$ cat config.mk
export PLATFORM = sky130hd
export DESIGN_NAME = logic_scope_top
export DESIGN_NICKNAME = d
export VERILOG_FILES = /design/src/common/draw_pkg.sv /design/src/common/scope_pkg.sv /design/src/capture/capture_buffer.sv /design/src/capture/sample_timer.sv /design/src/verilog/apb_regs.sv /design/src/verilog/logic_scope_top.sv /design/src/verilog/trace_draw_fsm.sv
export SDC_FILE = /design/constraint.sdc
export NUM_CORES = 1
export LEC_CHECK = 0
export BUFFER_PORTS_ARGS = -buffer_cell sky130_fd_sc_hd__buf_2
export CAP_MARGIN = 10
export CORE_UTILIZATION = 30
export DETAILED_ROUTE_END_ITERATION = 6
export GPL_TIMING_DRIVEN = 0
export PLACE_DENSITY = 0.48
export SYNTH_ARGS = -nofsm -noshare
export SYNTH_HDL_FRONTEND = slang
export SYNTH_HIERARCHICAL = 1
export SYNTH_SLANG_ARGS = --single-unit
$ cat constraint.sdc
create_clock -name clk -period 48.3 [get_ports clk]
set_input_delay 2.415 -clock clk [delete_from_list [all_inputs] [get_ports clk]]
set_output_delay 2.415 -clock clk [all_outputs]
set_load 0.01 [all_outputs]
$ cat src/common/draw_pkg.sv
package draw_pkg;

    typedef logic [15:0] coord_t;
    typedef logic [15:0] color_t;  // rgb565

    // panel is mounted sideways, x runs along the short edge
    localparam coord_t scr_width  = 16'd240;
    localparam coord_t scr_height = 16'd320;

    localparam coord_t top_ofs  = 16'd10;
    localparam coord_t left_ofs = 16'd60;   // room for channel labels

    localparam coord_t wave_height = 16'd17;
    localparam coord_t step_width  = 16'd5;   // pixels per sample
    localparam coord_t wave_pitch  = 16'd38;  // distance between channel base rows

    // lower edge of the trace area cleared before each pass
    localparam coord_t clr_xstart = 16'd51;

    localparam color_t trace_color = 16'hFFFF;
    localparam color_t back_color  = 16'h0000;

    // filled rectangle, inclusive corners
    typedef struct packed {
        color_t color;
        coord_t xstart;
        coord_t ystart;
        coord_t xend;
        coord_t yend;
    } draw_cmd_t;

endpackage

$ cat src/common/scope_pkg.sv
package scope_pkg;

    // capture geometry
    localparam int num_waves   = 5;    // probe channels
    localparam int buf_samples = 120;  // samples kept per channel
    localparam int win_samples = 60;   // samples drawn per screen
    localparam int pos_offs    = 3;    // start value of the post-trigger counter
    localparam int step_w      = 7;
    localparam int max_scroll  = buf_samples - win_samples;

    localparam int sel_w = 3;  // rate select, divides by 2^rate_sel

    // register map, byte addresses
    localparam logic [3:0] reg_ctrl   = 4'h0;
    localparam logic [3:0] reg_scroll = 4'h4;
    localparam logic [3:0] reg_status = 4'h8;

    typedef logic [num_waves-1:0] probes_t;

    typedef logic [step_w-1:0] step_t;  // sample index into a channel

    // configuration from the register block to the datapath
    typedef struct packed {
        logic [sel_w-1:0] rate_sel;
        step_t            scroll;    // first sample shown on screen
    } scope_ctrl_t;

    typedef struct packed {
        logic cap_busy;
        logic cap_done;
        logic draw_busy;
    } scope_status_t;

endpackage

$ cat src/capture/capture_buffer.sv
`timescale 1ns/1ns

module capture_buffer (
    input  logic               clk,
    input  logic               arstn_sync,
    input  scope_pkg::probes_t probes,
    input  logic               sample_en,
    input  logic               cap_start,
    output logic               cap_busy,
    output logic               cap_done,
    input  logic [2:0]         rd_wave,
    input  scope_pkg::step_t   rd_step,
    output logic               rd_bit
);

    // one shift register per channel, newest sample at the top index
    logic [scope_pkg::buf_samples-1:0] wave_dat [scope_pkg::num_waves];

    logic             trig;      // channel 0 has changed since the start
    logic             trig_hit;
    scope_pkg::step_t pos;       // post-trigger sample count

    // trigger on the first sample where channel 0 leaves its last level
    assign trig_hit = trig | (probes[0] != wave_dat[0][scope_pkg::buf_samples-1]);

    always_ff @(posedge clk) begin
        for (int w = 0; w < scope_pkg::num_waves; w++) begin
            if (cap_start) begin
                // preload with the idle level, so the old capture cannot trigger
                wave_dat[w] <= {scope_pkg::buf_samples{probes[w]}};
            end else if (cap_busy && sample_en) begin
                wave_dat[w] <= {probes[w], wave_dat[w][scope_pkg::buf_samples-1:1]};
            end
        end
    end

    always_ff @(posedge clk or negedge arstn_sync) begin
        if (!arstn_sync) begin
            cap_busy <= 1'b0;
            cap_done <= 1'b0;
            trig     <= 1'b0;
            pos      <= scope_pkg::step_t'(scope_pkg::pos_offs);
        end else if (cap_start) begin
            cap_busy <= 1'b1;
            cap_done <= 1'b0;
            trig     <= 1'b0;
            pos      <= scope_pkg::step_t'(scope_pkg::pos_offs);
        end else if (cap_busy && sample_en && trig_hit) begin
            trig <= 1'b1;
            pos  <= pos + 1'b1;
            // trigger edge now sits pos_offs samples from the old end
            if (pos == scope_pkg::step_t'(scope_pkg::buf_samples - 1)) begin
                cap_busy <= 1'b0;
                cap_done <= 1'b1;  // held until the next start
            end
        end
    end

    // combinational read port for the drawing FSM
    always_comb begin
        if (rd_wave < scope_pkg::num_waves && rd_step < scope_pkg::buf_samples) begin
            rd_bit = wave_dat[rd_wave][rd_step];
        end else begin
            rd_bit = 1'b0;
        end
    end

endmodule

$ cat src/capture/sample_timer.sv
`timescale 1ns/1ns

module sample_timer (
    input  logic                       clk,
    input  logic                       arstn_sync,
    input  logic [scope_pkg::sel_w-1:0] rate_sel,
    output logic                       sample_en
);

    // largest divider is 2^(2^sel_w - 1), so one counter bit per select step
    logic [2**scope_pkg::sel_w-2:0] cnt;
    logic [2**scope_pkg::sel_w-2:0] mask;

    // free running prescaler
    always_ff @(posedge clk or negedge arstn_sync) begin
        if (!arstn_sync) begin
            cnt <= '0;
        end else begin
            cnt <= cnt + 1'b1;
        end
    end

    // ones in the low rate_sel bits
    assign mask = ~({$bits(mask){1'b1}} << rate_sel);

    // strobe once the low bits wrap, every cycle when rate_sel is 0
    assign sample_en = ((cnt & mask) == mask);

endmodule

$ cat src/verilog/apb_regs.sv
`timescale 1ns/1ns

module apb_regs (
    input  logic                     clk,
    input  logic                     arstn_sync,
    input  logic [3:0]               paddr,
    input  logic                     psel,
    input  logic                     penable,
    input  logic                     pwrite,
    input  logic [31:0]              pwdata,
    output logic [31:0]              prdata,
    input  scope_pkg::scope_status_t status,
    output scope_pkg::scope_ctrl_t   cfg,
    output logic                     cap_start,
    output logic                     redraw
);

    logic access;
    logic wr_ctrl;
    logic wr_scroll;

    // no wait states, the access phase completes at once
    assign access    = psel & penable;
    assign wr_ctrl   = access & pwrite & (paddr == scope_pkg::reg_ctrl);
    assign wr_scroll = access & pwrite & (paddr == scope_pkg::reg_scroll);

    always_ff @(posedge clk or negedge arstn_sync) begin
        if (!arstn_sync) begin
            cfg       <= '0;
            cap_start <= 1'b0;
            redraw    <= 1'b0;
        end else begin
            // single cycle pulses
            cap_start <= 1'b0;
            redraw    <= 1'b0;

            if (wr_ctrl) begin
                cfg.rate_sel <= pwdata[scope_pkg::sel_w:1];
                cap_start    <= pwdata[0];
            end

            if (wr_scroll) begin
                if (pwdata > 32'(scope_pkg::max_scroll)) begin
                    cfg.scroll <= scope_pkg::step_t'(scope_pkg::max_scroll);
                end else begin
                    cfg.scroll <= pwdata[scope_pkg::step_w-1:0];
                end
                // a running capture redraws on its own when done
                redraw <= ~status.cap_busy;
            end
        end
    end

    // read mux
    always_comb begin
        prdata = '0;
        case (paddr)
            scope_pkg::reg_ctrl: begin
                prdata[scope_pkg::sel_w:1] = cfg.rate_sel;  // start bit reads 0
            end
            scope_pkg::reg_scroll: begin
                prdata[scope_pkg::step_w-1:0] = cfg.scroll;
            end
            scope_pkg::reg_status: begin
                prdata[$bits(status)-1:0] = status;
            end
            default: begin
                prdata = '0;
            end
        endcase
    end

endmodule

$ cat src/verilog/logic_scope_top.sv
`timescale 1ns/1ns

module logic_scope_top (
    input  logic                clk,
    input  logic                arstn_sync,
    input  logic [3:0]          paddr,
    input  logic                psel,
    input  logic                penable,
    input  logic                pwrite,
    input  logic [31:0]         pwdata,
    output logic [31:0]         prdata,
    input  scope_pkg::probes_t  probes,
    output draw_pkg::draw_cmd_t cmd,
    output logic                cmd_valid,
    input  logic                cmd_ready
);

    scope_pkg::scope_ctrl_t   cfg;
    scope_pkg::scope_status_t status;
    logic                     cap_start;
    logic                     redraw;
    logic                     sample_en;
    logic                     cap_busy;
    logic                     cap_done;
    logic                     draw_busy;
    logic [2:0]               rd_wave;
    scope_pkg::step_t         rd_step;
    logic                     rd_bit;

    assign status = '{cap_busy, cap_done, draw_busy};

    apb_regs u_regs (
        .clk        (clk),
        .arstn_sync (arstn_sync),
        .paddr      (paddr),
        .psel       (psel),
        .penable    (penable),
        .pwrite     (pwrite),
        .pwdata     (pwdata),
        .prdata     (prdata),
        .status     (status),
        .cfg        (cfg),
        .cap_start  (cap_start),
        .redraw     (redraw)
    );

    sample_timer u_timer (
        .clk        (clk),
        .arstn_sync (arstn_sync),
        .rate_sel   (cfg.rate_sel),
        .sample_en  (sample_en)
    );

    capture_buffer u_capture (
        .clk        (clk),
        .arstn_sync (arstn_sync),
        .probes     (probes),
        .sample_en  (sample_en),
        .cap_start  (cap_start),
        .cap_busy   (cap_busy),
        .cap_done   (cap_done),
        .rd_wave    (rd_wave),
        .rd_step    (rd_step),
        .rd_bit     (rd_bit)
    );

    trace_draw_fsm u_draw (
        .clk        (clk),
        .arstn_sync (arstn_sync),
        .cap_done   (cap_done),
        .redraw     (redraw),
        .scroll     (cfg.scroll),
        .rd_wave    (rd_wave),
        .rd_step    (rd_step),
        .rd_bit     (rd_bit),
        .cmd        (cmd),
        .cmd_valid  (cmd_valid),
        .cmd_ready  (cmd_ready),
        .draw_busy  (draw_busy)
    );

endmodule

$ cat src/verilog/trace_draw_fsm.sv
`timescale 1ns/1ns

module trace_draw_fsm (
    input  logic                clk,
    input  logic                arstn_sync,
    input  logic                cap_done,
    input  logic                redraw,
    input  scope_pkg::step_t    scroll,
    output logic [2:0]          rd_wave,
    output scope_pkg::step_t    rd_step,
    input  logic                rd_bit,
    output draw_pkg::draw_cmd_t cmd,
    output logic                cmd_valid,
    input  logic                cmd_ready,
    output logic                draw_busy
);

    typedef enum logic [2:0] {
        st_idle,
        st_clear,
        st_horiz,
        st_vert,
        st_next
    } state_t;

    state_t                       state;
    logic [2:0]                   wave;
    scope_pkg::step_t             step;
    scope_pkg::step_t             win_start;  // scroll latched for the pass
    scope_pkg::step_t             last_step;
    logic [scope_pkg::step_w:0]   win_end;
    draw_pkg::coord_t             xbase;      // base row of the current wave
    draw_pkg::coord_t             ypos;
    logic                         cur_bit;
    logic                         prev_bit;
    logic                         done_q;
    logic                         pend;       // start seen during a pass
    logic                         start_req;

    // horizontal segment, high level on the base row
    function automatic draw_pkg::draw_cmd_t hline(input logic b, input draw_pkg::coord_t xb,
                                                  input draw_pkg::coord_t y);
        draw_pkg::coord_t lvl;
        lvl = b ? xb : xb - draw_pkg::wave_height;
        return '{draw_pkg::trace_color, lvl, y, lvl, y + draw_pkg::step_width};
    endfunction

    function automatic draw_pkg::draw_cmd_t vline(input draw_pkg::coord_t xb,
                                                  input draw_pkg::coord_t y);
        return '{draw_pkg::trace_color, xb - draw_pkg::wave_height, y, xb, y};
    endfunction

    assign start_req = (cap_done & ~done_q) | redraw;

    // window end clipped to the last stored sample
    assign win_end   = {1'b0, win_start} + (scope_pkg::step_w + 1)'(scope_pkg::win_samples);
    assign last_step = (win_end > (scope_pkg::step_w + 1)'(scope_pkg::buf_samples - 1)) ?
                       scope_pkg::step_t'(scope_pkg::buf_samples - 1) :
                       win_end[scope_pkg::step_w-1:0];

    assign rd_wave   = wave;
    assign rd_step   = step;
    assign draw_busy = (state != st_idle);

    always_ff @(posedge clk or negedge arstn_sync) begin
        if (!arstn_sync) begin
            state     <= st_idle;
            cmd       <= '0;
            cmd_valid <= 1'b0;
            wave      <= '0;
            step      <= '0;
            win_start <= '0;
            xbase     <= '0;
            ypos      <= '0;
            cur_bit   <= 1'b0;
            prev_bit  <= 1'b0;
            done_q    <= 1'b0;
            pend      <= 1'b0;
        end else begin
            done_q <= cap_done;
            if (start_req && state != st_idle) pend <= 1'b1;

            case (state)
                st_idle: begin
                    if (start_req || pend) begin
                        pend      <= 1'b0;
                        win_start <= scroll;
                        cmd       <= '{draw_pkg::back_color, draw_pkg::clr_xstart,
                                       draw_pkg::left_ofs,
                                       draw_pkg::scr_width - 1'b1 - draw_pkg::top_ofs,
                                       draw_pkg::scr_height - 1'b1};
                        cmd_valid <= 1'b1;
                        state     <= st_clear;
                    end
                end
                st_clear: begin
                    if (cmd_ready) begin
                        cmd_valid <= 1'b0;
                        wave      <= '0;
                        step      <= win_start;
                        xbase     <= draw_pkg::scr_width - 1'b1 - draw_pkg::top_ofs;
                        ypos      <= draw_pkg::left_ofs;
                        state     <= st_next;
                    end
                end
                // rd_bit now holds the sample at step
                st_next: begin
                    cur_bit   <= rd_bit;
                    cmd_valid <= 1'b1;
                    if (step != win_start && rd_bit != prev_bit) begin
                        cmd   <= vline(xbase, ypos);  // edge first
                        state <= st_vert;
                    end else begin
                        cmd   <= hline(rd_bit, xbase, ypos);
                        state <= st_horiz;
                    end
                end
                st_vert: begin
                    if (cmd_ready) begin
                        cmd   <= hline(cur_bit, xbase, ypos);
                        state <= st_horiz;
                    end
                end
                st_horiz: begin
                    if (cmd_ready) begin
                        cmd_valid <= 1'b0;
                        prev_bit  <= cur_bit;
                        if (step == last_step) begin
                            if (wave == 3'(scope_pkg::num_waves - 1)) begin
                                state <= st_idle;
                            end else begin
                                // next channel one pitch further down
                                wave  <= wave + 1'b1;
                                step  <= win_start;
                                xbase <= xbase - draw_pkg::wave_pitch;
                                ypos  <= draw_pkg::left_ofs;
                                state <= st_next;
                            end
                        end else begin
                            step  <= step + 1'b1;
                            ypos  <= ypos + draw_pkg::step_width;
                            state <= st_next;
                        end
                    end
                end
                default: begin
                    cmd_valid <= 1'b0;
                    state     <= st_idle;
                end
            endcase
        end
    end

endmodule
== Yosys cells after proc, flatten, opt, wreduce, memory -nomap -nowiden ==
Memory sizes are Yosys's and may differ from the RTL's.
Cells that the tools add are included.

* Bits in registers: 166
* Memories: 1
* Bits of input ports: 47
* Output and inout bits: 113
* Bits in writable memories: 600

{| class="wikitable"
|+ Memories
! name !! words !! bits a word !! read ports !! clocked after memory_dff !! write ports !! line !! RTL
|-
| u_capture.wave_dat || 5 || 120 || 6 || 0 || 5 || capture_buffer.sv:17 || <nowiki>logic [scope_pkg::buf_samples-1:0] wave_dat [scope_pkg::num_waves];</nowiki>
|}

* Reduce and logical (&&, ||, !) cells: 22
* Equality and inequality tests: 21
* Magnitude comparators: 5
* Add/subtract/negate cells: 8
* Bitwise logic cells: 17
* Shift operators: 1
* Mux-type cells: 71

{| class="wikitable"
|+ Operators with widths
! operator !! count
|-
| 120-bit two-way mux || 5
|-
| 80-bit case mux with 3 select lines || 1
|-
| 16-bit two-way mux || 10
|-
| 80-bit two-way mux || 2
|-
| 64-bit two-way mux || 1
|-
| 16-bit case mux with 2 select lines || 2
|-
| 7-bit two-way mux || 8
|-
| 3-bit two-way mux || 11
|-
| 32-bit by 6-bit greater-than comparator with 1-bit output (second input constant) || 1
|-
| 1-bit two-way mux || 23
|-
| 7-bit by 1-bit adder with 7-bit output (second input constant) || 3
|-
| 16-bit by 3-bit adder with 16-bit output (second input constant) || 1
|-
| 16-bit by 5-bit subtractor with 16-bit output (second input constant) || 1
|-
| 16-bit by 6-bit subtractor with 16-bit output (second input constant) || 1
|-
| 3-bit case mux with 5 select lines || 1
|-
| 7-bit == test || 2
|-
| 7-bit case mux with 2 select lines || 1
|-
| 7-bit by 6-bit adder with 8-bit output (second input constant) || 1
|-
| 8-bit by 7-bit greater-than comparator with 1-bit output (second input constant) || 1
|-
| 7-bit by 8-bit < comparator with 1-bit output (second input constant) || 1
|-
| 2-bit != test (second input constant) || 4
|-
| 4-bit AND reduction || 2
|-
| 7-bit AND || 1
|-
| 1-bit binary-select mux with 7-bit select || 1
|-
| other kinds (32) || 60
|}

== Depth between registers and ports, before layout ==
Gate-level depths: netlist (run 1).

* Word-level depth: 9
* Mapped depth: 20
* Depth with buffers taken out: 13

== Modules after synthesis ==
Netlist (run 1), hierarchy kept.

{| class="wikitable"
|+ By module, submodules not included
! module !! area each (µm²) !! instances !! seq. area each (µm²) !! cells each
|-
| capture_buffer || 28594.9 || 1 || 18270.0 || 1816
|-
| trace_draw_fsm || 6990.5 || 1 || 3052.9 || 787
|-
| apb_regs || 850.8 || 1 || 300.3 || 96
|-
| sample_timer || 314.1 || 1 || 175.2 || 28
|}

== Least setup slack after synthesis (run 1) ==
OpenSTA, ideal clock, no wires.

* Path type: register to register
* Start: register u_regs.cap_start
* End: memory u_capture/wave_dat[0][0] (netlist bit), enable pin
* Stages on the path, launching flop included: 3
* Buffers on the path: 1
* Slack: 32.361 ns
* Clock period less this slack: 15.939 ns
* Arrival time: 14.863 ns
* Cell sequence: dfrtp_1 -> clkbuf_1 -> nand2b_1

{| class="wikitable"
|+ RTL lines
! what !! line !! RTL
|-
| from (decl) || apb_regs.sv:14 || <nowiki>output logic cap_start,</nowiki>
|-
| from (signal assigned) || apb_regs.sv:39 || <nowiki>cap_start <= pwdata[0];</nowiki>
|-
| to (decl) || capture_buffer.sv:17 ||
|}

== Worst setup path after layout (run 1) ==
* Start: register u_draw.step[2], in the netlist u_draw/rd_step[2]
* End: register u_draw/cmd[7] (netlist name)

* Longest elaborated chain between the ends: 7

{| class="wikitable"
|+ Ends and longest elaborated chain
! what !! line !! RTL
|-
| from (decl) || trace_draw_fsm.sv:28 || <nowiki>scope_pkg::step_t step;</nowiki>
|-
| from (signal assigned) || trace_draw_fsm.sv:100 || <nowiki>step <= win_start;</nowiki>
|-
| from (signal assigned) || trace_draw_fsm.sv:134 || <nowiki>step <= win_start;</nowiki>
|-
| from (signal assigned) || trace_draw_fsm.sv:140 || <nowiki>step <= step + 1'b1;</nowiki>
|-
| 1-bit binary-select mux with 7-bit select or 7-bit < comparator (tied branches) || capture_buffer.sv:62, capture_buffer.sv:61 ||
|-
| 1-bit two-way mux (not written as such) or 1-bit logical AND (tied branches) || capture_buffer.sv:62, capture_buffer.sv:61 ||
|-
| 1-bit two-way mux * || capture_buffer.sv:61 || <nowiki>if (rd_wave < scope_pkg::num_waves && rd_step < scope_pkg::buf_samples) begin</nowiki>
|-
| named net rd_bit || logic_scope_top.sv:28 || <nowiki>logic rd_bit;</nowiki>
|-
| 1-bit != test * || trace_draw_fsm.sv:110 || <nowiki>if (step != win_start && rd_bit != prev_bit) begin</nowiki>
|-
| 1-bit logical AND * || trace_draw_fsm.sv:110 ||
|-
| 64-bit two-way mux * || trace_draw_fsm.sv:110 ||
|-
| 80-bit case mux with 3 select lines * || trace_draw_fsm.sv:83 || <nowiki>case (state)</nowiki>
|}

Mark *: on every way through the listed nets, which the timed path passes. The rest lies on a longest branch. The select of a mux whose other input is x is not followed.
A chain may end at the register's enable or synchronous reset.

==> run metrics, run 1 <==
status=complete, no violations; CP Capture Point=u_draw/cmd[7]; Pleak=17.6 nW; Post-CTS Setup Inserts=0; via count=~24000; WP buf/inv=5; pre-CTS WS=around 41000 ps; Hold Path Class=reg2reg; fill count=approximately 12000; Max Clk Rate=143 MHz; Clock Latency Late Sink=~690 ps; VDD IR max=between 0.00003 and 0.00004 V; Remaining DRCs=0; R2R cell count=15; largest net degree at the start of global routing=between 100 and 150; reg2reg setup slack=between 40000 and 50000 ps; CP required=slightly below 50000 ps; Die Width=352 um; Critical Path Fanout Max=10; Relative slew margins=0.174; dpl hpwl=75700 um; Synth Cell Area=between 30000 and 40000 um^2; post-layout util=0.352; DIE AREA=~120000 um^2; post-route ant nets=0; I/O Pins=160; Mapped Cells=about 2700; core region area=between 100000 and 150000 um^2; Resize count post-CTS=0; clock-pin slew on the worst setup and hold paths=60 ps; CTS H-tree depth=3; Final setup viols=0; critical path startpoint category=register; Clock Path Buffers=3; crit-path cells=clkbuf_1, buf_1, clkbuf_1, o21ai_0, a211o_1, a41o_1, o22ai_1, clkbuf_1, xnor2_1, a21oi_1, o21a_1, clkbuf_1, o21ai_0, a21oi_1, o21ai_0; CTS tree=done; Worst Setup SP=u_draw/rd_step[2]; crit path capture type=register; Syn Area/Cell=roughly 13 um^2; routability congestion estimate=about 0.81; nets=around 3000; Vias/cell=slightly above 5; Synthesis Warnings=6; setup TNS=0 ps; Final Skew=~33 ps; Tot Pwr=about 2.3 mW; initial antenna violation count=0; Worst path slowest cell=buf_1; cts-stage hold buffer count=0; WL per Instance=between 20 and 25 um; R2R Path Start=u_draw/rd_step[2]; kind of critical path=reg2reg; Most used DFF post-synth=edfxtp_1; Synth cell types=85; final worst-path cycle share=0.145; initial DRC count=between 2000 and 2500; n_diodes=0; asr flop ratio synth=0.201; worst-margin pin slew=about 1200 ps; final hold viol count=0; Crit path largest cell delay=roughly 900 ps; Yosys reg bits=approximately 750; WP data arrival=approximately 7500 ps; Vert. Die Dim=~350 um; GRT Residual Overflow=0; cts bufs inserted=89; Power Density=between 50 and 60 nW/um^2; input/output buffers=134; total clock sinks=approximately 750; Final min period=about 7000 ps; FF-to-FF End=u_draw/cmd[7]; P&R area growth vs syn=16.5%; DRT Wirelength=between 100000 and 150000 um; EDFF count, synth=600; final setup margin=41300 ps; vias in the first global route=approximately 24000; Starting Density=0.302; total track usage=0.174; most used cell, CP=clkbuf_1; share of cells above drive strength 1=0.177; Slew Limit Fails=0; Max Cap Viol=0; Cells after DPL=4524; clk root buf=clkbuf_16; row cnt=between 100 and 150; critical path depth=15; unrepaired setup endpoints after global routing=false; crit-path leading delay family=buffers and inverters; post-route insts no fill=around 4700; first-pass GRT wire length=approximately 160000 um; DR pass1 iterations=5; Seq/Total Area, Yosys=0.593
-- sequential cells by signal (all words and copies together) (netlist names) --
| name | count |
|---|---|
| u_capture/trig | 1 |
| u_regs/redraw | 1 |
| u_capture/cap_busy | 1 |
| u_draw/cmd_valid | 1 |
| u_draw/xbase | 16 |
| u_capture/cap_done | 1 |
| u_draw/cmd | 65 |
| u_draw/done_q | 1 |
| u_regs/cfg | 10 |
| u_draw/rd_step | 7 |
| u_draw/rd_wave | 3 |
| u_timer/cnt | 7 |
| u_capture/pos | 7 |
| u_draw/pend | 1 |
| u_draw/ypos | 16 |
| u_draw/win_start | 7 |
| u_draw/prev_bit | 1 |
| u_capture/wave_dat | 600 |
| u_regs/cap_start | 1 |
| u_draw/state | 3 |
| u_draw/cur_bit | 1 |
-- metrics by stage --
step,hold slack [ps],cell area [um^2]
floorplan,394,36800
global route,485,42800
CTS,478,42800
global placement,459,39500
detailed placement,464,39900
finish,465,42800
-- layout make-up --
| class | count | area, um^2 | share of cell area |
|---|---|---|---|
| multi-input cells | 1682 | 13500 | 0.316 |
| well taps | 1625 | 2030 | 0.0475 |
| clock inverters | 49 | 445 | 0.0104 |
| inverters | 26 | 97.6 | 0.00228 |
| repair buffers | 149 | 1060 | 0.0249 |
| plain buffers | 292 | 1420 | 0.0331 |
| clock buffers | 114 | 2430 | 0.0568 |
| flip-flops and latches | 751 | 21800 | 0.509 |
-- cell usage in the layout, fill, tap and decap left out, drive strengths merged, types with 13 or more instances in the layout --
cell type,netlist,final
nor2b,25,25
nor2,113,113
o21ai,84,84
nor4,14,14
dfrtp,149,149
nand2,117,117
edfxtp,600,600
o22ai,15,15
mux2,18,18
nand2b,13,13
conb,1,25
a22oi,18,18
nand4,15,15
buf,102,251
nand3,38,38
xnor2,34,34
clkbuf,190,304
mux4,140,140
mux2i,48,48
xor2,32,32
clkinv,2,40
inv,24,27
a21oi,93,93
a22o,22,22
a31oi,32,32
and3,17,17
nor3,31,31
a21o,600,600
-- layer usage --
metal	share of wire	vias to the layer above	wire length, um	global-route usage
met4	0.022	0	2410	0.0431
met2	0.46	692	49900	0.271
met1	0.47	12500	50800	0.246
met3	0.056	142	6070	0.0341
met5	0	-	0	0
li1	-	11000	-	-
-- Yosys cell counts, types with 11 or more instances --
master | number | area share
nor2_1 | 112 | 0.011
a22oi_1 | 18 | 0.0037
buf_1 | 17 | 0.0017
ha_1 | 11 | 0.0037
xnor2_1 | 34 | 0.0081
a21o_1 | 600 | 0.12
a31oi_1 | 32 | 0.0054
inv_1 | 23 | 0.0023
nor4_1 | 14 | 0.0024
a21oi_1 | 92 | 0.013
xor2_1 | 32 | 0.0076
edfxtp_1 | 600 | 0.49
o21ai_0 | 79 | 0.011
nor2b_1 | 25 | 0.0043
mux4_2 | 140 | 0.086
and3_1 | 16 | 0.0027
nor3_1 | 30 | 0.0041
mux2_2 | 17 | 0.0052
buf_4 | 44 | 0.0090
nand2_1 | 117 | 0.012
clkbuf_1 | 189 | 0.019
dfrtp_1 | 149 | 0.10
mux2i_1 | 48 | 0.013
o22ai_1 | 15 | 0.0026
buf_2 | 27 | 0.0037
a22o_1 | 22 | 0.0052
nand3_1 | 36 | 0.0049
nand4_1 | 15 | 0.0026
nand2b_1 | 13 | 0.0022
-- how the worst min path moves through the flow --
stage	startpoint	to	slack, ps	depth (start not counted)
2_1_floorplan	u_capture/cap_done	u_draw/done_q	390	0
3_3_place_gp	u_draw/cmd[6]	u_draw/cmd[6]	460	2
3_5_place_dp	u_timer/cnt[6]	u_timer/cnt[6]	460	1
4_1_cts	u_timer/cnt[6]	u_timer/cnt[6]	480	1
5_1_grt	u_capture/cap_done	u_draw/done_q	490	0
6_report	u_capture/cap_done	u_draw/done_q	460	0
-- report_power, final --
group	total (mW)	switching (mW)	internal [mW]
Sequential	0.860	0.0536	0.806
Combinational	0.724	0.465	0.259
Clock	0.673	0.280	0.393
Total	2.26	0.799	1.46
-- cells by family after synthesis --
kind of cell / synth area share
flops: 0.593
mux: 0.104
buf+inv: 0.0412
simple gates: 0.0560
fa+ha+maj: 0.00375
other cells: 0.000102
compound gates: 0.186
xor+xnor: 0.0157
Power figures use the tool's default switching activity.
==> run 2: changes to the inputs <==
--- a/config.mk
+++ b/config.mk
@@ -5,12 +5,13 @@
 export SDC_FILE = /design/constraint.sdc
 export NUM_CORES = 1
 export LEC_CHECK = 0
+export ABC_AREA = 1
 export BUFFER_PORTS_ARGS = -buffer_cell sky130_fd_sc_hd__buf_2
 export CAP_MARGIN = 10
 export CORE_UTILIZATION = 30
 export DETAILED_ROUTE_END_ITERATION = 6
 export GPL_TIMING_DRIVEN = 0
-export PLACE_DENSITY = 0.48
+export PLACE_DENSITY = 0.49
 export SYNTH_ARGS = -nofsm -noshare
 export SYNTH_HDL_FRONTEND = slang
 export SYNTH_HIERARCHICAL = 1
==> constraint.sdc (replaced) <==
create_clock -name clk -period 5.72 [get_ports clk]
set_input_delay 0.286 -clock clk [delete_from_list [all_inputs] [get_ports clk]]
set_output_delay 0.286 -clock clk [all_outputs]
set_load 0.01 [all_outputs]
==> run 2 against run 1 <==
  * Via count is 33% higher
  * Clock power grew to 8.2 times the previous value
  * Fmax is 30% higher
  * Global-route usage is 3.2 points higher
  * Final cell count is 38% higher
  * Combinational power rose to 9.7 times the previous value
  * Cell area is 5.1% higher
  * Count of clock-buffer cells in the layout increased by 1
  * Sequential cell count did not move
  * Synthesized cell count is 61% higher
  * Non-clock buffer count increased by 58
  * Largest power group is now combinational logic
  * Highest routed layer is now met5
==> run metrics, run 2 <==
clock-pin slew on the worst setup and hold paths=60 ps (about the same); WHS=48.7 ps (was 465 ps); crit-path leading delay family=buffers and inverters (unchanged); Slew Limit Fails=0 (unchanged); post-layout util=0.351 (was 0.352); initial antenna violation count=5 (was 0); Relative slew margins=0.0937 (was 0.174); dpl cell area=42100 um^2 (was 39900 um^2); EDFF count, synth=600 (unchanged); Vias/cell=4.99 (was 5.19); most used cell, CP=nand2_1 (was clkbuf_1); final worst-path cycle share=0.939 (was 0.145); vias in the first global route=30700 (was 24300); kind of critical path=reg2reg (unchanged); routability congestion estimate=0.913 (was 0.810); WL per Instance=21.1 um (was 23.3 um); CP required=6300 ps (was 48820 ps); Most used DFF post-synth=edfxtp_1 (unchanged); Clock Path Buffers=3 (unchanged); nets=4728 (was 3049); clk root buf=clkbuf_16 (unchanged); Synthesis Warnings=6 (unchanged); most frequent cells in the layout=nand2_1, inv_1, o21ai_0 (was a21o_1, edfxtp_1, clkbuf_1); Worst Setup SP=u_draw/rd_wave[1] (was u_draw/rd_step[2]); Synth Cell Area=38900 um^2 (was 36800 um^2); Power Density=425 nW/um^2 (was 52.7 nW/um^2); input/output buffers=134 (unchanged); I/O Pins=160 (unchanged); Clock Latency Late Sink=660 ps (was 690 ps); Remaining DRCs=0 (unchanged); design area=45000 um^2 (was 42800 um^2); Vert. Die Dim=362 um (was 352 um); share of cells above drive strength 1=0.109 (was 0.177); CTS H-tree depth=3 (unchanged); R2R Path Start=u_draw/rd_wave[1] (was u_draw/rd_step[2]); VDD IR max=0.000271 V (was 0.0000304 V); commonest non-fill, non-tap cell in the layout=nand2_1; Max Clk Rate=186 MHz (was 143 MHz); P&R area growth vs syn=15.7% (was 16.5%); Final setup viols=0 (unchanged); initial DRC count=3749 (was 2202); DRT Wirelength=137000 um (was 109000 um); row cnt=131 (was 128); Syn Area/Cell=8.85 um^2 (was 13.5 um^2); Pleak=19.0 nW (was 17.6 nW); biggest registers after layout=u_capture/wave_dat (600), u_draw/cmd (65) (unchanged); crit path capture type=register (unchanged); most frequent cells after synthesis=nand2_1, inv_1, o21ai_0, edfxtp_1, nand3_1 (was a21o_1, edfxtp_1, clkbuf_1, dfrtp_1, mux4_2); number of flip-flops in the largest register=600 (unchanged); Die Width=362 um (was 352 um); Final Skew=18.0 ps (was 32.9 ps); Yosys reg bits=751 (unchanged); n_diodes=0 (unchanged); WP data arrival=5950 ps (was 7520 ps); largest net degree at the start of global routing=118 (was 114); total track usage=0.205 (was 0.174); main area contributors after synthesis=edfxtp_1, dfrtp_1, o21ai_0, nand2_1, inv_1 (was edfxtp_1, a21o_1, dfrtp_1, mux4_2, clkbuf_1); cts bufs inserted=89 (unchanged); Worst path slowest cell=clkbuf_1 (was buf_1); via count=32300 (was 24300); DR pass1 iterations=6 (was 5); Critical Path Fanout Max=10 (unchanged); Reg with most FFs=u_capture/wave_dat (unchanged); Hold Path Class=in2reg (was reg2reg); Starting Density=0.304 (was 0.302); WP buf/inv=4 (was 5); crit-path cells=buf_4, clkbuf_1, nand3_1, nand2_1, nand2_1, nand3_1, nand3_1, nand2_1, nand2_1, nand2_1, a21oi_1, nand2_1, nand3_1, a21oi_1, clkbuf_1, clkbuf_1, nand2_1, a31oi_1, o21ai_0, a2bb2oi_1 (was clkbuf_1, buf_1, clkbuf_1, o21ai_0, a211o_1, a41o_1, o22ai_1, clkbuf_1, xnor2_1, a21oi_1, o21a_1, clkbuf_1, o21ai_0, a21oi_1, o21ai_0); GRT Residual Overflow=0 (unchanged); final setup margin=350 ps (was 41300 ps); worst-margin pin slew=1360 ps (was 1240 ps); pre-CTS WS=575 ps (was 41490 ps); Synth area leader=edfxtp_1 (unchanged); Crit path largest cell delay=1030 ps (was 920 ps); Seq/Total Area, Yosys=0.560 (was 0.593); Mapped Cells=4395 (was 2727); core region area=128000 um^2 (was 122000 um^2); critical path startpoint category=register (unchanged); dpl hpwl=96100 um (was 75700 um); total clock sinks=751 (unchanged); top-count cell post-synth=nand2_1; hold_sp=paddr[0] (was u_capture/cap_done); Max Cap Viol=0 (unchanged); setup TNS=0 ps (unchanged); Final min period=5370 ps (was 7000 ps); post-route ant nets=0 (unchanged); status=complete, no violations (unchanged); asr flop ratio synth=0.201 (unchanged); area fraction of the dominant cell type after synthesis=0.463 (was 0.490); first-pass GRT wire length=203000 um (was 164000 um); CTS tree=done (unchanged); final hold viol count=0 (unchanged); Synth cell types=54 (was 85); unrepaired setup endpoints after global routing=false (unchanged); DIE AREA=131000 um^2 (was 124000 um^2); fill count=13400 (was 12000)
[run 2: final timing paths]
check                                   end  slack, ps  cells past startpoint
setup / recovery             u_draw/cmd[53]        350                     20
hold / removal                u_regs/cfg[6]         50                      5
setup reg to reg             u_draw/cmd[53]        350                     20
hold reg to reg               u_draw/done_q        470                      0
max in group asynchronous  u_capture/pos[1]       4750                      3
min in group asynchronous    u_draw/cmd[25]        140                      2
[run 2: worst register-to-register path, stage by stage (launching register included)]
cell and delay [ps]:
dfrtp_1 410, buf_4 260, clkbuf_1 1030, nand3_1 230, nand2_1 120, nand2_1 60, nand3_1 120, nand3_1 120
nand2_1 130, nand2_1 50, nand2_1 200, a21oi_1 100, nand2_1 90, nand3_1 70, a21oi_1 520, clkbuf_1 550
clkbuf_1 450, nand2_1 100, a31oi_1 210, o21ai_0 230, a2bb2oi_1 220
[run 2: cell families (layout without fill, tap and decap cells)]
logic type	after synthesis	in the layout	share of synthesized area
muxes	1	1	0.000289
AOI/OAI and AO/OA	1032	1032	0.143
xor gates and xnor gates	42	42	0.00945
buffers and inverters	1083	1403	0.117
other	1	25	0.0000964
adders and majority gates	11	11	0.00354
DFF	751	751	0.560
and+or+nand+nor	1474	1474	0.167
[run 2: layer usage]
layer / global-route usage / vias to the layer above / wire, um
li1: - / 15100 / -
met4: 0.0670 / 2 / 4060
met1: 0.289 / 15700 / 60700
met5: 0 / - / 13
met3: 0.0335 / 227 / 10600
met2: 0.320 / 1252 / 61200
[run 2: report_power, final]
group	switching [mW]	leakage (nW)	internal, mW
registers	0.295	7.26	6.30
clock network	2.37	1.35	3.17
logic	4.93	10.4	2.07
[run 2: layout make-up]
type	instances	area [um^2]	area share
plain buffers	339	1750	0.0388
inverters	744	2800	0.0621
clock inverters	45	325	0.00723
repair buffers	160	1080	0.0240
clock buffers	115	2440	0.0542
well taps	1729	2160	0.0480
multi-input cells	2585	12700	0.281
flip-flops and latches	751	21800	0.484
[run 2: per-stage QoR]
stage	std cells	total power, mW
2_1_floorplan	4419	11.0
3_3_place_gp	6282	13.5
3_5_place_dp	6290	13.6
4_1_cts	6468	19.2
5_1_grt	6468	20.1
6_report	6468	19.1
[run 2: repair_timing]
item | in CTS | in global routing
hold endpoints to repair | 79 | 0
setup buffers | 0 | 0
hold buffers | 18 | 0
resized for setup | 0 | 0
==> run 3: changes to the inputs <==
--- a/config.mk
+++ b/config.mk
@@ -5,7 +5,6 @@
 export SDC_FILE = /design/constraint.sdc
 export NUM_CORES = 1
 export LEC_CHECK = 0
-export ABC_AREA = 1
 export BUFFER_PORTS_ARGS = -buffer_cell sky130_fd_sc_hd__buf_2
 export CAP_MARGIN = 10
 export CORE_UTILIZATION = 30
==> run 3 against run 2 <==
  * Cell area fell by 4.6%
  * Count of clock-buffer cells in the layout fell by 1
  * First-iteration DRC count fell by 43%
  * Clock power fell by 2%
  * Wire length fell by 21%
  * Worst hold slack improved by 17 ps
  * Critical path type unchanged
==> run metrics, run 3 (synthesis gave the netlist of run 1 again) <==
routing usage on met3=0.0274 (was 0.0335); crit-path cells=buf_2, buf_2, clkdlybuf4s15_2, mux4_2, a21oi_1, a21oi_1, a211o_1, a31oi_1, o22ai_2, clkbuf_2, xnor2_1, a21oi_1, o21a_1, clkbuf_2, o21ai_0, a21oi_1, o21ai_0 (was buf_4, clkbuf_1, nand3_1, nand2_1, nand2_1, nand3_1, nand3_1, nand2_1, nand2_1, nand2_1, a21oi_1, nand2_1, nand3_1, a21oi_1, clkbuf_1, clkbuf_1, nand2_1, a31oi_1, o21ai_0, a2bb2oi_1); Die Width=352 um (was 362 um); clock-pin slew on the worst setup and hold paths=60 ps (about the same); R2R Path Start=u_draw/rd_wave[1] (unchanged); share of cells above drive strength 1=0.183 (was 0.109); number of flip-flops in the largest register=600 (unchanged); P&R area growth vs syn=16.8% (was 15.7%); GRT Residual Overflow=0 (unchanged); met2 GRT Util=0.267 (was 0.320); Critical Path Fanout Max=10 (unchanged); unrepaired setup endpoints after global routing=false (unchanged); biggest registers after layout=u_capture/wave_dat (600), u_draw/cmd (65) (unchanged); I/O Pins=160 (unchanged); total clock sinks=751 (unchanged); hold_sp=paddr[2] (was paddr[0]); Final setup viols=0 (unchanged); Remaining DRCs=0 (unchanged); status=complete, no violations (unchanged); Vias/cell=5.20 (was 4.99); reg2reg setup slack=250 ps (was 350 ps); final worst-path cycle share=0.956 (was 0.939); core region area=122000 um^2 (was 128000 um^2); WP data arrival=5990 ps (was 5950 ps); fill count=11900 (was 13400); input/output buffers=134 (unchanged); most frequent cells in the layout=a21o_1, edfxtp_1, clkbuf_1 (was nand2_1, inv_1, o21ai_0); Cells after DPL=4524 (was 6290); CTS tree=done (unchanged); crit path capture type=register (unchanged); Starting Density=0.302 (was 0.304); post-route ant nets=0 (unchanged); dpl hpwl=74900 um (was 96100 um); setup TNS=0 ps (unchanged); first-pass GRT wire length=162000 um (was 203000 um); WL per Instance=23.0 um (was 21.1 um); Crit path largest cell delay=660 ps (was 1030 ps); Slew Limit Fails=0 (unchanged); most used cell, CP=a21oi_1 (was nand2_1); R2R cell count=17 (was 20); CP required=6240 ps (was 6300 ps); VDD IR max=0.000221 V (was 0.000271 V); total track usage=0.171 (was 0.205); Hold Path Stages=4 (was 5); critical path startpoint category=register (unchanged); routability congestion estimate=0.824 (was 0.913); grt met1 use=0.246 (was 0.289); vias in the first global route=23900 (was 30700); row cnt=128 (was 131); Max Cap Viol=0 (unchanged); Clock Path Buffers=3 (unchanged); via count=24400 (was 32300); CTS H-tree depth=3 (unchanged); kind of critical path=reg2reg (unchanged); FF-to-FF End=u_draw/cmd[7] (was u_draw/cmd[53]); largest net degree at the start of global routing=83 (was 118); Pleak=17.6 nW (was 19.0 nW); grt peak-use layer=met2 (unchanged); final hold viol count=0 (unchanged); nets=3060 (was 4728); Vert. Die Dim=352 um (was 362 um); Max Clk Rate=183 MHz (was 186 MHz); DIE AREA=124000 um^2 (was 131000 um^2); Final Skew=37.8 ps (was 18.0 ps); Clock Latency Late Sink=670 ps (was 660 ps); Worst path slowest cell=clkdlybuf4s15_2 (was clkbuf_1); DR pass1 iterations=5 (was 6); initial DRC count=2133 (was 3749); Power Density=439 nW/um^2 (was 425 nW/um^2); worst-margin pin slew=1140 ps (was 1360 ps); Reg with most FFs=u_capture/wave_dat (unchanged); post-route insts no fill=4699 (was 6468); DRT Wirelength=108000 um (was 137000 um); Hold Path Class=in2reg (unchanged); initial antenna violation count=2 (was 5); Hold Path Sink=u_regs/cfg[5] (was u_regs/cfg[6]); clk root buf=clkbuf_16 (unchanged); cts bufs inserted=87 (was 89); Final min period=5470 ps (was 5370 ps); Relative slew margins=0.242 (was 0.0937)
## run 3: changes by cell type in the layout (fill, tap and decap cells not counted), moves of 140 or more
cell     previous run  this run
a21o_1              1       600
inv_1             730        23
mux4_2              0       140
nand2_1           785       117
nand3_1           481        36
o21ai_0           706        79
## run 3: layer usage
metal / wire [um] / part of all wire
met1: 50700 / 0.47
met2: 49300 / 0.46
met3: 5470 / 0.051
met4: 2610 / 0.024
met5: 13 / 0.00012
## run 3: worst max path at each step
stage	startpoint	to	slack [ps]	cells past startpoint
2_1_floorplan	u_regs/cfg[7]	u_capture/wave_dat[0][0]	60	6
3_3_place_gp	u_regs/cfg[7]	u_capture/wave_dat[2][51]	-2300	6
3_5_place_dp	u_draw/rd_step[2]	u_draw/cmd[5]	-1030	15
4_1_cts	u_draw/rd_step[1]	u_draw/cmd[5]	10	16
5_1_grt	u_draw/rd_step[0]	u_draw/cmd[7]	20	18
6_report	u_draw/rd_wave[1]	u_draw/cmd[7]	250	17
## run 3: metrics by stage
step	hold WS [ps]	worst slack [ps]	power (mW)	area [um^2]	utilization
6_report	65.3	251	18.9	42900	0.353
2_1_floorplan	-9.59	60.9	11.1	36800	-
4_1_cts	18.9	9.73	19.0	42900	0.353
3_3_place_gp	461	-2300	13.5	39600	0.325
5_1_grt	54.8	17.6	19.7	42900	0.353
3_5_place_dp	334	-1030	13.4	39900	0.328
## run 3: area by class of cell
type | instances | area (um^2) | share of cell area
Clock buffer | 114 | 2470 | 0.0574
Tap cell | 1625 | 2030 | 0.0474
Inverter | 26 | 104 | 0.00242
Buffer | 291 | 1490 | 0.0347
Clock inverter | 45 | 283 | 0.00659
Sequential cell | 751 | 21800 | 0.508
Timing Repair Buffer | 163 | 1190 | 0.0276
Antenna cell | 2 | 5.00 | 0.000117
Multi-Input combinational cell | 1682 | 13600 | 0.316
## run 3: repair_timing
item                       in CTS  in global routing
resized for setup              40                  6
setup endpoints to repair      48                  7
hold endpoints to repair       94                  0
hold buffers                   13                  0
setup buffers                   2                  0
gates cloned                    0                  0
## run 3: critical path, delay by kind of cell (launching register included)
| family | cells | cell delay [ps] |
|---|---|---|
| flip-flops | 1 | 390 |
| buffers and inverters | 5 | 1920 |
| multiplexers | 1 | 390 |
| AO/OA/AOI/OAI | 10 | 2440 |
| XOR/XNOR | 1 | 150 |
## run 3: power breakdown
group	leakage [nW]	total (mW)	switching, mW	internal, mW
clock network	1.36	5.43	2.31	3.12
logic	8.84	6.17	3.93	2.24
registers	7.43	7.26	0.452	6.81
total	17.6	18.9	6.69	12.2
